<file path="src/hdl/msoc_pkg.sv">
/*
 * shared constants and types of the peripheral subsystem
 * region map, uart register offsets, bus and fifo structs
 */
package msoc_pkg;

  ////////////////////////////////////////
  // bus and region map
  ////////////////////////////////////////
  localparam int ADDR_W     = 32;
  localparam int DATA_W     = 32;
  localparam int BE_W       = 4;
  localparam int REGION_LSB = 20;       // region field is addr[23:20]
  localparam int REGION_W   = 4;

  typedef enum logic [REGION_W-1:0] {
    REG_DATA_RAM  = 4'd1,
    REG_UART_CTRL = 4'd2,
    REG_UART_RX   = 4'd3,               // writes pop the rx fifo
    REG_GPIO      = 4'd7
  } region_e;

  typedef enum logic [3:0] {
    UART_TX_DATA = 4'd0,
    UART_BAUD    = 4'd1,
    UART_BREAK   = 4'd2
  } uart_reg_e;

  ////////////////////////////////////////
  // target sizes
  ////////////////////////////////////////
  localparam int RAM_WORDS     = 1024;
  localparam int RAM_AW        = 10;
  localparam int BAUD_W        = 16;
  localparam int BAUD_RESET    = 87;    // clocks per bit
  localparam int RX_FIFO_DEPTH = 16;
  localparam int RX_FIFO_AW    = 4;
  localparam int LED_W         = 8;
  localparam int DIP_W         = 16;

  typedef struct packed {
    logic              req;
    logic              we;
    logic [ADDR_W-1:0] addr;
    logic [DATA_W-1:0] wdata;
    logic [BE_W-1:0]   be;
  } bus_req_t;

  typedef struct packed {
    logic              gnt;
    logic              rvalid;
    logic [DATA_W-1:0] rdata;
  } bus_rsp_t;

  typedef struct packed {
    logic       frame_err;
    logic [7:0] data;
  } rx_entry_t;

  typedef struct packed {
    logic [18:0] pad;
    logic        rx_full;
    logic        rx_frame_err;
    logic        tx_busy;
    logic        rx_busy;
    logic        rx_valid;             // fifo not empty
    logic [7:0]  rx_data;              // fifo head
  } uart_status_t;

endpackage

</file>
<file path="src/hdl/bus_ctrl.sv">
/*
 * data bus handshake and region decode
 * or-style read return, led register and dip sampling
 */
`timescale 1ns/10ps

module bus_ctrl
(
  input  logic                          msoc_clk,
  input  logic                          rstn,
  input  msoc_pkg::bus_req_t            bus_req_i,
  output msoc_pkg::bus_rsp_t            bus_rsp_o,
  output logic                          ram_sel_o,
  output logic                          uart_ctrl_sel_o,
  output logic                          uart_rx_sel_o,
  input  logic [msoc_pkg::DATA_W-1:0]   ram_rdata_i,
  input  logic [msoc_pkg::DATA_W-1:0]   uart_rdata_i,
  output logic [msoc_pkg::LED_W-1:0]    led_o,
  input  logic [msoc_pkg::DIP_W-1:0]    dip_i
);

  msoc_pkg::region_e           region;
  logic                        gpio_sel;
  logic                        rd;
  logic [msoc_pkg::DATA_W-1:0] dip_word;
  logic [msoc_pkg::DATA_W-1:0] hold_d;

  logic                        rvalid_q;
  logic                        ram_rd_q;      // response comes from the ram
  logic [msoc_pkg::DATA_W-1:0] hold_q;        // captured uart/gpio word
  logic [msoc_pkg::LED_W-1:0]  led_q;
  logic [msoc_pkg::DIP_W-1:0]  dip_q;

  ////////////////////////////////////////
  // region decode
  ////////////////////////////////////////
  assign region = msoc_pkg::region_e'(
                    bus_req_i.addr[msoc_pkg::REGION_LSB +: msoc_pkg::REGION_W]);

  assign ram_sel_o       = bus_req_i.req & (region == msoc_pkg::REG_DATA_RAM);
  assign uart_ctrl_sel_o = bus_req_i.req & (region == msoc_pkg::REG_UART_CTRL);
  assign uart_rx_sel_o   = bus_req_i.req & (region == msoc_pkg::REG_UART_RX);
  assign gpio_sel        = bus_req_i.req & (region == msoc_pkg::REG_GPIO);
  assign rd              = bus_req_i.req & ~bus_req_i.we;

  assign dip_word = {{(msoc_pkg::DATA_W - msoc_pkg::DIP_W){1'b0}}, dip_q};

  // uart word is already zero unless one of its regions is read
  assign hold_d = uart_rdata_i | ({msoc_pkg::DATA_W{gpio_sel & rd}} & dip_word);

  always_ff @(posedge msoc_clk or negedge rstn)
  begin
    if (!rstn)
    begin
      rvalid_q <= 1'b0;
      ram_rd_q <= 1'b0;
      led_q    <= '0;
      dip_q    <= '0;
    end
    else
    begin
      rvalid_q <= bus_req_i.req;                 // one cycle after grant
      ram_rd_q <= ram_sel_o & ~bus_req_i.we;
      dip_q    <= dip_i;                         // sampled every cycle
      if (gpio_sel && bus_req_i.we)
        led_q <= bus_req_i.wdata[msoc_pkg::LED_W-1:0];
    end
  end

  always_ff @(posedge msoc_clk)
  begin
    if (bus_req_i.req)
      hold_q <= hold_d;                          // zero for writes and holes
  end

  ////////////////////////////////////////
  // response
  ////////////////////////////////////////
  always_comb
  begin
    bus_rsp_o.gnt    = bus_req_i.req;            // no back-pressure
    bus_rsp_o.rvalid = rvalid_q;
    bus_rsp_o.rdata  = ({msoc_pkg::DATA_W{ram_rd_q}} & ram_rdata_i) | hold_q;
  end

  assign led_o = led_q;

endmodule

</file>
<file path="config.mk">
export PLATFORM = sky130hd
export DESIGN_NAME = bus_ctrl
export DESIGN_NICKNAME = d
export VERILOG_FILES = /design/src/hdl/msoc_pkg.sv /design/src/hdl/bus_ctrl.sv
export SDC_FILE = /design/constraint.sdc
export NUM_CORES = 1
export LEC_CHECK = 0
export BUFFER_PORTS_ARGS = -buffer_cell sky130_fd_sc_hd__buf_2
export CAP_MARGIN = 20
export CORE_ASPECT_RATIO = 1.25
export CORE_MARGIN = 4
export CORE_UTILIZATION = 40
export CTS_CLUSTER_DIAMETER = 40
export DETAILED_ROUTE_END_ITERATION = 16
export GPL_TIMING_DRIVEN = 0
export PLACE_DENSITY = 0.85
export SLEW_MARGIN = 20
export SYNTH_ARGS = -nofsm -noshare
export SYNTH_HDL_FRONTEND = slang
export SYNTH_SLANG_ARGS = --single-unit
</file>
<file path="constraint.sdc">
create_clock -name msoc_clk -period 2.28 [get_ports msoc_clk]
set_input_delay 0.57 -clock msoc_clk [delete_from_list [all_inputs] [get_ports msoc_clk]]
set_output_delay 0.57 -clock msoc_clk [all_outputs]
set_load 0.02 [all_outputs]
</file>
==> run metrics <==
Register Area 1610 um2; Critical Path Sink Type output pin; maximum clock rate 466 MHz; post-synthesis adder-cell area fraction 0%; top-area cell type share of the netlist area 43.7%; top post-synthesis cells by count a21o_1 (42), edfxtp_1 (32), dfrtp_1 (26); largest family of logic cells by synthesized area compound AO/OA/AOI/OAI gates; Synth Area in Simple Gates 4.21%; final clock skew 0.00222 ns; Reg clk slew, reported paths 0.06 ns; Syn. warnings 0; most frequent cell after synthesis a21o_1; Worst setup SP type input pin; CTS Sinks 58; Post-Layout Cell Count 348; drt total wl 5500 um; Worst Hold Class in2async; outcome complete, no violations; core area 5190 um2; largest net degree at the start of global routing 37; Cells after Synth 130; kind of critical path in2out; IO Pins 197; P&R area growth vs syn 46.1%; CP max FO 36; global-route wire length before repair 7780 um; IO buf count 140; hpwl dp 4460 um; Cell Pwr Density 814 nW/um2; EDFF count, synth 32; Residual DRC 0; Core Rows 29; fill count 417; FF+latch count, synth 58; iteration count of the initial detailed-routing pass 4; H-tree depth 3; Post-Synth XOR/XNOR Area 0%; ys async rst share 44.8%; Slew @ Worst Pin 0.566 ns; CP required 1.71 ns; Max transition margin 62.3%; post-layout util 61.9%; final setup vio count 0; Yosys top cell by area edfxtp_1; Hold Vio Cnt, Final 0; initial core utilization 42.4%; top_reg_cell synth edfxtp_1; placed cell area 2980 um2; Die Ht 90.9 um; insertion delay to the later sink of the worst-skew pair 0.32 ns; top cells by area, synth edfxtp_1 (44%), dfrtp_1 (30%), a21o_1 (14%), mux2_2 (4.1%), a21o_2 (2.4%); layout cell share with drive strength beyond 1 61.9%; 1st-iter DRT viols 87; mapped cell area 2200 um2; post-synthesis sequential area ratio 73.3%; distinct cell type count after synthesis 17; initial antenna violation count 0; CTS tree yes; Num CTS Buffers 9; placed cell count 332; root buffer cell clkbuf_8; DR vias 1638; Diodes inserted 0; drt wl/cell 15.8 um; Compound-Gate Fraction of Synth Area 16.7%; grt ovf 0; leakage power total 1.72 nW; DIE AREA 6760 um2; VDD IR-drop max 0.696 mV; Slew Viols, Final 0; fin crit period 2.14 ns; vias in the first global route 1647; layout net count 433; DR vias/cell 4.71; Die X 74.3 um; max-cap check violation count 0; final instance area 3210 um2; Detail Route Antenna Nets 0; multi-input logic area 551 um2; final RePlAce weighted congestion 0.756; synthesized area per cell 16.9 um2; clk buf depth 2; post-synthesis mux area share 4.10%; crit path DAT 1.57 ns; total track usage 15.8%; unrepaired setup endpoints after global routing no; post-synthesis net count 282; period utilization 94.1%
## state kept, by name, summed over array words and instances, names as in the netlist
| signal | flops |
|---|---|
| led_o | 8 |
| rvalid_q | 1 |
| ram_rd_q | 1 |
| dip_q | 16 |
| hold_q | 32 |
## worst paths after layout
| path | slack [ns] | from | cells after the start | end |
|---|---|---|---|---|
| min in group msoc_clk | 0.35 | dip_i[5] | 1 | dip_q[5]$_DFF_PN0_ |
| max in group asynchronous | 1.66 | rstn | 1 | led_o[0]$_DFFE_PN0P_ |
| worst min-delay path | 0.24 | rstn | 1 | dip_q[8]$_DFF_PN0_ |
| worst min register to register | 0.50 | led_o[7]$_DFFE_PN0P_ | 1 | led_o[7]$_DFFE_PN0P_ |
| worst max-delay path | 0.14 | bus_req_i[69] | 4 | ram_sel_o |
| worst max register to register | 1.45 | dip_q[15]$_DFF_PN0_ | 1 | hold_q[15]$_DFFE_PP_ |
## layer usage
| metal | part of all wire, % | vias up | GRT usage (%) |
|---|---|---|---|
| met5 | 0 | - | 0 |
| met4 | 2.7 | 0 | 9.05 |
| met3 | 11 | 13 | 2.90 |
| met2 | 50 | 98 | 27.6 |
| met1 | 36 | 736 | 17.5 |
| li1 | - | 791 | - |
## area by class of cell
type                    instances  share of cell area (%)
multi-input cells              66                    17.1
flip-flops and latches         58                    50.2
clock buffers                  13                    5.92
well taps                      62                    2.41
plain buffers                   6                    1.17
repair buffers                140                    21.9
clock inverters                 3                    1.32
## what timing repair did
| item | in CTS | in global routing |
|---|---|---|
| hold buffers | 0 | 0 |
| setup buffers | 0 | 0 |
| setup endpoints to repair | 2 | 0 |
| resized for setup | 1 | 0 |
## cells in the final DEF (no fill, tap or decap)
cell type   count
buf_2         139
a21o_1         42
edfxtp_1       32
dfrtp_1        26
clkbuf_8       12
mux2_2          8
a21o_2          6
clkbuf_1        3
buf_4           3
nor3_1          2
nand2b_4        1
nand2_2         1
nor4b_4         1
buf_6           1
nand3b_1        1
nor4_1          1
nor4b_1         1
nand3_1         1
nor2_4          1
bufinv_16       1
clkinvlp_4      1
clkbuf_16       1
clkinv_2        1
## power by group
group / total, mW / switching (mW) / leakage [nW] / internal (mW)
Sequential: 1.23 / 0.0312 / 0.627 / 1.20
Clock: 1.04 / 0.382 / 0.117 / 0.659
Combinational: 0.347 / 0.187 / 0.979 / 0.160
Total: 2.62 / 0.601 / 1.72 / 2.02
## kinds of logic (layout without fill, tap and decap cells)
family	after synthesis	after routing
buffers and inverters	6	162
and+or+nand+nor	10	10
muxes	8	8
DFF	58	58
AOI/OAI and AO/OA	48	48
## critical path, stage by stage
cell,delay [ns]
buf_4,0.37
nand3b_1,0.25
nor3_1,0.17
buf_2,0.19
## metrics by stage
stage	worst slack [ns]	total power, mW	hold WS (ns)	setup TNS (ns)
3_5_place_dp	-0.179	1.60	0.490	-0.888
2_1_floorplan	0.262	1.41	0.274	0
4_1_cts	0.122	2.64	0.247	0
3_3_place_gp	-0.123	1.59	0.489	-0.153
5_1_grt	0.0129	2.72	0.273	0
6_report	0.135	2.62	0.236	0
Note: power is estimated with default switching activity, not from simulation.
