===== src/hdl/msoc_pkg.sv =====
/*
 * shared constants and types of the peripheral subsystem
 * region map, uart register offsets, bus and fifo structs
 */
package msoc_pkg;

  ////////////////////////////////////////
  // bus and region map
  ////////////////////////////////////////
  localparam int ADDR_W     = 32;
  localparam int DATA_W     = 32;
  localparam int BE_W       = 4;
  localparam int REGION_LSB = 20;       // region field is addr[23:20]
  localparam int REGION_W   = 4;

  typedef enum logic [REGION_W-1:0] {
    REG_DATA_RAM  = 4'd1,
    REG_UART_CTRL = 4'd2,
    REG_UART_RX   = 4'd3,               // writes pop the rx fifo
    REG_GPIO      = 4'd7
  } region_e;

  typedef enum logic [3:0] {
    UART_TX_DATA = 4'd0,
    UART_BAUD    = 4'd1,
    UART_BREAK   = 4'd2
  } uart_reg_e;

  ////////////////////////////////////////
  // target sizes
  ////////////////////////////////////////
  localparam int RAM_WORDS     = 1024;
  localparam int RAM_AW        = 10;
  localparam int BAUD_W        = 16;
  localparam int BAUD_RESET    = 87;    // clocks per bit
  localparam int RX_FIFO_DEPTH = 16;
  localparam int RX_FIFO_AW    = 4;
  localparam int LED_W         = 8;
  localparam int DIP_W         = 16;

  typedef struct packed {
    logic              req;
    logic              we;
    logic [ADDR_W-1:0] addr;
    logic [DATA_W-1:0] wdata;
    logic [BE_W-1:0]   be;
  } bus_req_t;

  typedef struct packed {
    logic              gnt;
    logic              rvalid;
    logic [DATA_W-1:0] rdata;
  } bus_rsp_t;

  typedef struct packed {
    logic       frame_err;
    logic [7:0] data;
  } rx_entry_t;

  typedef struct packed {
    logic [18:0] pad;
    logic        rx_full;
    logic        rx_frame_err;
    logic        tx_busy;
    logic        rx_busy;
    logic        rx_valid;             // fifo not empty
    logic [7:0]  rx_data;              // fifo head
  } uart_status_t;

endpackage


===== src/hdl/uart_tx.sv =====
/*
 * baud-timed uart transmit serializer
 * 8n1 frames, lsb first, break forces the line low
 */
`timescale 1ns/10ps

module uart_tx
(
  input  logic                          msoc_clk,
  input  logic                          rstn,
  input  logic                          start_i,
  input  logic [7:0]                    byte_i,
  input  logic [msoc_pkg::BAUD_W-1:0]   baud_i,
  input  logic                          break_i,
  output logic                          tx_o,
  output logic                          busy_o
);

  typedef enum logic {
    TX_IDLE,
    TX_SHIFT
  } tx_state_e;

  tx_state_e                   state_q;
  logic [9:0]                  frame_q;         // stop, data, start
  logic [3:0]                  bit_q;
  logic [msoc_pkg::BAUD_W-1:0] baud_cnt_q;
  logic                        bit_end;

  assign bit_end = (baud_cnt_q == baud_i - 1'b1);

  always_ff @(posedge msoc_clk or negedge rstn)
  begin
    if (!rstn)
    begin
      state_q    <= TX_IDLE;
      frame_q    <= '1;                         // idle line is high
      bit_q      <= '0;
      baud_cnt_q <= '0;
    end
    else
    begin
      case (state_q)
        TX_IDLE:
        begin
          if (start_i)
          begin
            frame_q    <= {1'b1, byte_i, 1'b0};
            bit_q      <= '0;
            baud_cnt_q <= '0;
            state_q    <= TX_SHIFT;
          end
        end
        TX_SHIFT:
        begin
          baud_cnt_q <= bit_end ? '0 : baud_cnt_q + 1'b1;
          if (bit_end)
          begin
            frame_q <= {1'b1, frame_q[9:1]};    // refill with idle level
            bit_q   <= bit_q + 1'b1;
            if (bit_q == 4'd9)
              state_q <= TX_IDLE;               // stop bit done
          end
        end
        default: state_q <= TX_IDLE;
      endcase
    end
  end

  assign tx_o   = frame_q[0] & ~break_i;
  assign busy_o = (state_q == TX_SHIFT);

endmodule


===== src/hdl/uart_rx.sv =====
/*
 * uart receive deserializer
 * three-sample majority filter, mid-bit sampling, frame error flag
 */
`timescale 1ns/10ps

module uart_rx
(
  input  logic                          msoc_clk,
  input  logic                          rstn,
  input  logic                          rx_i,
  input  logic [msoc_pkg::BAUD_W-1:0]   baud_i,
  output logic                          valid_o,
  output msoc_pkg::rx_entry_t           entry_o,
  output logic                          busy_o
);

  typedef enum logic [1:0] {
    RX_IDLE,
    RX_START,
    RX_DATA,
    RX_STOP
  } rx_state_e;

  rx_state_e                   state_q;
  logic [2:0]                  hist_q;          // last three line samples
  logic                        maj;
  logic [msoc_pkg::BAUD_W-1:0] cnt_q;
  logic [msoc_pkg::BAUD_W-1:0] lim;
  logic                        bit_end;
  logic [2:0]                  bit_q;
  logic [7:0]                  shift_q;
  logic                        valid_q;
  msoc_pkg::rx_entry_t         entry_q;

  assign maj = (hist_q[0] & hist_q[1]) | (hist_q[0] & hist_q[2]) |
               (hist_q[1] & hist_q[2]);

  // half a bit to reach the middle of the start bit
  assign lim     = (state_q == RX_START) ? (baud_i >> 1) : baud_i;
  assign bit_end = (cnt_q == lim - 1'b1);

  always_ff @(posedge msoc_clk or negedge rstn)
  begin
    if (!rstn)
    begin
      state_q <= RX_IDLE;
      hist_q  <= '1;
      cnt_q   <= '0;
      bit_q   <= '0;
      valid_q <= 1'b0;
    end
    else
    begin
      hist_q  <= {hist_q[1:0], rx_i};
      valid_q <= 1'b0;
      cnt_q   <= (state_q == RX_IDLE || bit_end) ? '0 : cnt_q + 1'b1;
      case (state_q)
        RX_IDLE:
          if (!maj)
            state_q <= RX_START;                // falling edge seen
        RX_START:
          if (bit_end)
          begin
            bit_q   <= '0;
            state_q <= maj ? RX_IDLE : RX_DATA; // glitch goes back to idle
          end
        RX_DATA:
          if (bit_end)
          begin
            bit_q <= bit_q + 1'b1;
            if (bit_q == 3'd7)
              state_q <= RX_STOP;
          end
        RX_STOP:
          if (bit_end)
          begin
            valid_q <= 1'b1;
            state_q <= RX_IDLE;
          end
        default: state_q <= RX_IDLE;
      endcase
    end
  end

  always_ff @(posedge msoc_clk)
  begin
    if (state_q == RX_DATA && bit_end)
      shift_q <= {maj, shift_q[7:1]};           // lsb first
    if (state_q == RX_STOP && bit_end)
    begin
      entry_q.data      <= shift_q;
      entry_q.frame_err <= ~maj;                // stop bit must be high
    end
  end

  assign valid_o = valid_q;
  assign entry_o = entry_q;
  assign busy_o  = (state_q != RX_IDLE);

endmodule


===== src/hdl/uart_ctrl.sv =====
/*
 * uart register file, receive fifo and status word
 * instantiates the tx and rx serializers
 */
`timescale 1ns/10ps

module uart_ctrl
(
  input  logic                          msoc_clk,
  input  logic                          rstn,
  input  msoc_pkg::bus_req_t            bus_req_i,
  input  logic                          ctrl_sel_i,
  input  logic                          rx_sel_i,
  output logic [msoc_pkg::DATA_W-1:0]   rdata_o,
  input  logic                          uart_rx_i,
  output logic                          uart_tx_o,
  output logic                          break_o
);

  typedef logic [msoc_pkg::RX_FIFO_AW:0] ptr_t;    // extra wrap bit

  msoc_pkg::uart_reg_e          offset;
  logic                         ctrl_wr;
  logic                         tx_start;
  logic                         tx_busy;
  logic                         rx_busy;
  logic                         rx_valid;
  msoc_pkg::rx_entry_t          rx_entry;
  msoc_pkg::rx_entry_t          fifo_mem [msoc_pkg::RX_FIFO_DEPTH];
  msoc_pkg::rx_entry_t          head;
  msoc_pkg::uart_status_t       status;
  ptr_t                         wr_ptr_q;
  ptr_t                         rd_ptr_q;
  logic                         fifo_empty;
  logic                         fifo_full;
  logic                         push;
  logic                         pop;
  logic                         last_pop;
  logic [msoc_pkg::BAUD_W-1:0]  baud_q;
  logic                         break_q;
  logic                         full_q;
  logic                         frame_err_q;

  assign offset   = msoc_pkg::uart_reg_e'(bus_req_i.addr[5:2]);
  assign ctrl_wr  = ctrl_sel_i & bus_req_i.we;
  assign tx_start = ctrl_wr & (offset == msoc_pkg::UART_TX_DATA);

  uart_tx u_uart_tx (
    .msoc_clk (msoc_clk),
    .rstn     (rstn),
    .start_i  (tx_start),
    .byte_i   (bus_req_i.wdata[7:0]),
    .baud_i   (baud_q),
    .break_i  (break_q),
    .tx_o     (uart_tx_o),
    .busy_o   (tx_busy)
  );

  uart_rx u_uart_rx (
    .msoc_clk (msoc_clk),
    .rstn     (rstn),
    .rx_i     (uart_rx_i),
    .baud_i   (baud_q),
    .valid_o  (rx_valid),
    .entry_o  (rx_entry),
    .busy_o   (rx_busy)
  );

  ////////////////////////////////////////
  // receive fifo
  ////////////////////////////////////////
  assign fifo_empty = (wr_ptr_q == rd_ptr_q);
  assign fifo_full  = (wr_ptr_q[msoc_pkg::RX_FIFO_AW] != rd_ptr_q[msoc_pkg::RX_FIFO_AW]) &&
                      (wr_ptr_q[msoc_pkg::RX_FIFO_AW-1:0] == rd_ptr_q[msoc_pkg::RX_FIFO_AW-1:0]);
  assign push       = rx_valid & ~fifo_full;        // full fifo drops the byte
  assign pop        = rx_sel_i & bus_req_i.we & ~fifo_empty;
  assign last_pop   = pop & ~push & ((wr_ptr_q - rd_ptr_q) == ptr_t'(1));
  assign head       = fifo_mem[rd_ptr_q[msoc_pkg::RX_FIFO_AW-1:0]];

  always_ff @(posedge msoc_clk)
  begin
    if (push)
      fifo_mem[wr_ptr_q[msoc_pkg::RX_FIFO_AW-1:0]] <= rx_entry;
  end

  always_ff @(posedge msoc_clk or negedge rstn)
  begin
    if (!rstn)
    begin
      wr_ptr_q    <= '0;
      rd_ptr_q    <= '0;
      full_q      <= 1'b0;
      frame_err_q <= 1'b0;
      baud_q      <= msoc_pkg::BAUD_W'(msoc_pkg::BAUD_RESET);
      break_q     <= 1'b0;
    end
    else
    begin
      if (push)
        wr_ptr_q <= wr_ptr_q + 1'b1;
      if (pop)
        rd_ptr_q <= rd_ptr_q + 1'b1;
      if (last_pop)
      begin
        full_q      <= 1'b0;                        // sticky flags clear when drained
        frame_err_q <= 1'b0;
      end
      if (rx_valid && fifo_full)
        full_q <= 1'b1;
      if (rx_valid && rx_entry.frame_err)
        frame_err_q <= 1'b1;
      if (ctrl_wr && offset == msoc_pkg::UART_BAUD)
        baud_q <= bus_req_i.wdata[msoc_pkg::BAUD_W-1:0];
      if (ctrl_wr && offset == msoc_pkg::UART_BREAK)
        break_q <= bus_req_i.wdata[msoc_pkg::DATA_W-1];
    end
  end

  always_comb
  begin
    status              = '0;
    status.rx_full      = full_q | fifo_full;
    status.rx_frame_err = frame_err_q;
    status.tx_busy      = tx_busy;
    status.rx_busy      = rx_busy;
    status.rx_valid     = ~fifo_empty;
    status.rx_data      = head.data;
  end

  assign rdata_o = ((ctrl_sel_i | rx_sel_i) & ~bus_req_i.we) ? status : '0;
  assign break_o = break_q;

endmodule


===== config.mk =====
export PLATFORM = sky130hd
export DESIGN_NAME = uart_ctrl
export DESIGN_NICKNAME = d
export VERILOG_FILES = /design/src/hdl/msoc_pkg.sv /design/src/hdl/uart_tx.sv /design/src/hdl/uart_rx.sv /design/src/hdl/uart_ctrl.sv
export SDC_FILE = /design/constraint.sdc
export NUM_CORES = 1
export LEC_CHECK = 0
export ABC_AREA = 1
export BUFFER_PORTS_ARGS = -buffer_cell sky130_fd_sc_hd__buf_2
export CORE_MARGIN = 3
export CORE_UTILIZATION = 37
export DETAILED_ROUTE_END_ITERATION = 16
export GPL_ROUTABILITY_DRIVEN = 1
export PLACE_DENSITY_LB_ADDON = 0.08
export SYNTH_ARGS = -nofsm -noshare
export SYNTH_HDL_FRONTEND = slang
export SYNTH_HIERARCHICAL = 1
export SYNTH_SLANG_ARGS = --single-unit

===== constraint.sdc =====
create_clock -name msoc_clk -period 9.5 [get_ports msoc_clk]
set_input_delay 0.95 -clock msoc_clk [delete_from_list [all_inputs] [get_ports msoc_clk]]
set_output_delay 0.95 -clock msoc_clk [all_outputs]
set_load 0.005 [all_outputs]

==> results.toml <==
[final_layout]
num-nets-final = 1698
drive_gt1_share_pct = 13.2
fin_util_pct = 41.7
antennaDiodeCount = 0
multi_input_comb_area_mm2 = 0.00543
layout.area.seq_mm2 = 0.00648
final.fill_count = 3525
layout.cell_area.non_filler_mm2 = 0.0145
layout.cells.non_filler = 2082
layout-area-overhead-vs-synth_pct = 10.4

[floorplanning]
dieArea_mm2 = 0.0377
std_cell_rows = 68
die_h_um = 194
initial_core_util_pct = 37.8
core_region_area_mm2 = 0.0347
boundaryPins = 109
die_w_um = 194

[worst_setup_path]
cp-end-kind = "output port"
data_arrival_time_of_the_worst_path_ns = 3.08
path_cells = "buf_4 > clkinv_2 > ha_1 > nand2_1 > nor2_2 > nand2_2 > inv_2 > nor2_1 > nor2_1 > buf_2"
cpPeakStageDelay_ns = 0.57
crit_fanout = 44
crit_path_frequent_cell = "nor2_1"
crit_type = "flip-flop to output port"
critPathLaunchType = "flip-flop"
worst_ep_required_time_ns = 8.55
critical_path.slowest_cell = "clkinv_2"

[global_route]
first_global_vias = 9605
grt_antenna_before_repair = 0
overflow = 0
first_pass_grt_wire_length_um = 52200
track_usage_pct = 17.1
grt_max_degree = 66

[power]
leakage_nw = 6.76
net-switching-power_mw = 1.50
powerDensity_mw_per_mm2 = 256
part_of_the_power_in_registers_pct = 33.3
total_power_consumption_of_the_routed_design_mw = 3.70
combPwrFrac_pct = 39.0
internal_power_mw = 2.21
p_clk_share_pct = 27.7
peakVddDrop_uv = 306
switching_part_of_the_total_pct = 40.4

[clock_network]
ctsHoldBuffers = 0
cts_buffers = 28
path_clk_slew_ns = 0.06
cts_tree = "done"
worstSkewPairLatency_ns = 0.56
cts.htree.levels = 1
post_cts_resize_count = 0
clkSinkCount = 229
clock_tree.root_cell = "clkbuf_16"
ctsLongestPathBuffers = 3
cts_setup_buffers = 0

[route]
drt_pre_antenna_iters = 5
drtIter0Drc = 469
final_antenna_net_count = 0
detail_route.wirelength_um = 32300
number_of_vias_in_the_routed_layout = 9788
detail_route.wl_per_cell_um = 15.5
average_via_count_per_standard_cell = 4.70
drt_drc_violations_left = 0

[min_path]
worst_hold_path_type = "input pin to async pin"

[timing]
hold_ws_ns = 0.357
timing.final.crit_share_pct = 42.4
worst-slew-pin-transition_ns = 0.892
timing.setup.tns_ns = 0
timing.final.max_slew_violations = 0
max-slew-margin-rel_pct = 40.3
finalSetupViolCount = 0
maximum_clock_frequency_mhz = 248
hold_violations = 0
setup_repair_after_global_routing_missed_its_margin = "no"
clock-skew-final_ns = 0.0226
period_needed_ns = 4.03
postLayoutSetupSlackWorst_ns = 5.47

[placed_design]
placedCellCount = 2030
final_hpwl_dp_um = 22300
dpl_cell_area_mm2 = 0.0136
globalplace.congestion = 0.819
io_buffers = 41
pre_cts_ws_ns = 5.78

[synthesis]
synthTopCellsByArea = "edfxtp_1 (33%), nand2_1 (14%), dfrtp_1 (13%)"
netlist_top_cells_count = "nand2_1 (506), inv_1 (200), nand3_1 (148)"
synthArstFlopShare_pct = 36.7
number_of_register_bits_inferred_by_synthesis = 229
netlist.area_leader.share_pct = 33.2
synth_area_leader_cell = "edfxtp_1"
cells_after_synth = 1568
synthesis.yosys.warnings = 6
yosysSeqAreaShare_pct = 49.4
synth_edf_count = 145
netlist-cell-type-count = 48
post_synthesis_cell_area_mm2 = 0.0131
synthMostInstantiatedCell = "nand2_1"
synthFlopType = "edfxtp_1"
avgSynthCellArea_um2 = 8.36

[run]
maxCapViolCount = 0

[outcome]
run_status = "completed"
==> power by group through the flow <==
stage          clock network (mW)  logic, mW  registers (mW)
2_1_floorplan                   0       1.17            1.22
3_3_place_gp                    0       1.45            1.25
3_5_place_dp                    0       1.46            1.25
4_1_cts                      1.06       1.47            1.24
5_1_grt                      1.10       1.66            1.25
6_report                     1.03       1.44            1.23
==> cells in the final DEF (no fill, tap or decap), types with 7 or more instances in the layout <==
cell type	netlist	layout
nand2_2	26	26
xnor2_1	13	13
nand3_2	16	16
nor2_2	17	17
nand2_4	7	7
inv_2	19	19
mux2_1	17	17
dfrtp_1	67	66
clkbuf_16	0	29
o21ai_0	19	19
nand3_1	148	148
nor3_1	14	14
buf_2	14	40
conb_1	1	19
nand4_1	17	17
a21oi_1	18	18
xor2_1	34	34
nand3b_1	14	14
inv_1	200	200
nor2_4	9	9
clkbuf_1	8	13
nand2_1	506	506
nor2_1	119	119
edfxtp_1	145	145
ha_1	17	17
buf_4	24	10
dfstp_2	17	17
o21ai_1	18	18
==> worst paths after layout <==
path | start | endpoint | slack, ns | cells past startpoint
min in group msoc_clk | u_uart_rx/hist_q[0] | u_uart_rx/hist_q[1] | 0.37 | 0
worst max-delay path | rd_ptr_q[1] | rdata_o[12] | 5.47 | 10
max in group asynchronous | rstn | u_uart_tx/baud_cnt_q[0] | 8.06 | 2
worst max register to register | flip-flop | u_uart_rx/shift_q[6] | 5.90 | 15
worst min register to register | u_uart_rx/hist_q[0] | u_uart_rx/hist_q[1] | 0.37 | 0
worst min-delay path | rstn | frame_err_q | 0.36 | 1
==> critical path, delay by kind of cell, from the launching register on <==
kind | cells | cell delay [ns]
fa+ha+maj | 1 | 0.50
buf+inv | 4 | 1.22
flops | 1 | 0.32
simple gates | 5 | 0.45
==> cell families (layout without fill, tap and decap cells) <==
group	Yosys count	in the layout	share of synthesized area (%)
xor+xnor	47	47	3.14
compound gates	61	61	2.45
fa+ha+maj	18	18	1.77
simple gates	914	914	32.0
flops	229	229	49.4
buf+inv	281	322	9.71
mux	17	17	1.46
other cells	1	19	0.0286
==> registers in the layout (all words and copies together), names as in the netlist, 3 cells and up, named ones only <==
name	flops
fifo_mem	128
baud_q	16
u_uart_rx/cnt_q	16
u_uart_tx/baud_cnt_q	16
u_uart_rx/entry_o	9
u_uart_tx/frame_q	9
u_uart_rx/shift_q	8
rd_ptr_q	5
wr_ptr_q	5
u_uart_tx/bit_q	4
u_uart_rx/bit_q	3
u_uart_rx/hist_q	3
==> metal layers <==
layer  share of wire [%]  global-route usage (%)  routed length (um)
met1                  45                    22.3               14600
met2                  49                    30.4               15900
met3                 3.1                    2.24                1010
met4                 2.5                    4.18                 794
met5                   0                       0                   0
==> layout make-up <==
type | instances | area share, %
flip-flops and latches | 229 | 44.8
multi-input cells | 1076 | 37.5
clock buffers | 47 | 5.83
inverters | 220 | 5.71
well taps | 455 | 3.93
repair buffers | 50 | 1.90
clock inverters | 5 | 0.354
Power figures use the tool's default switching activity.
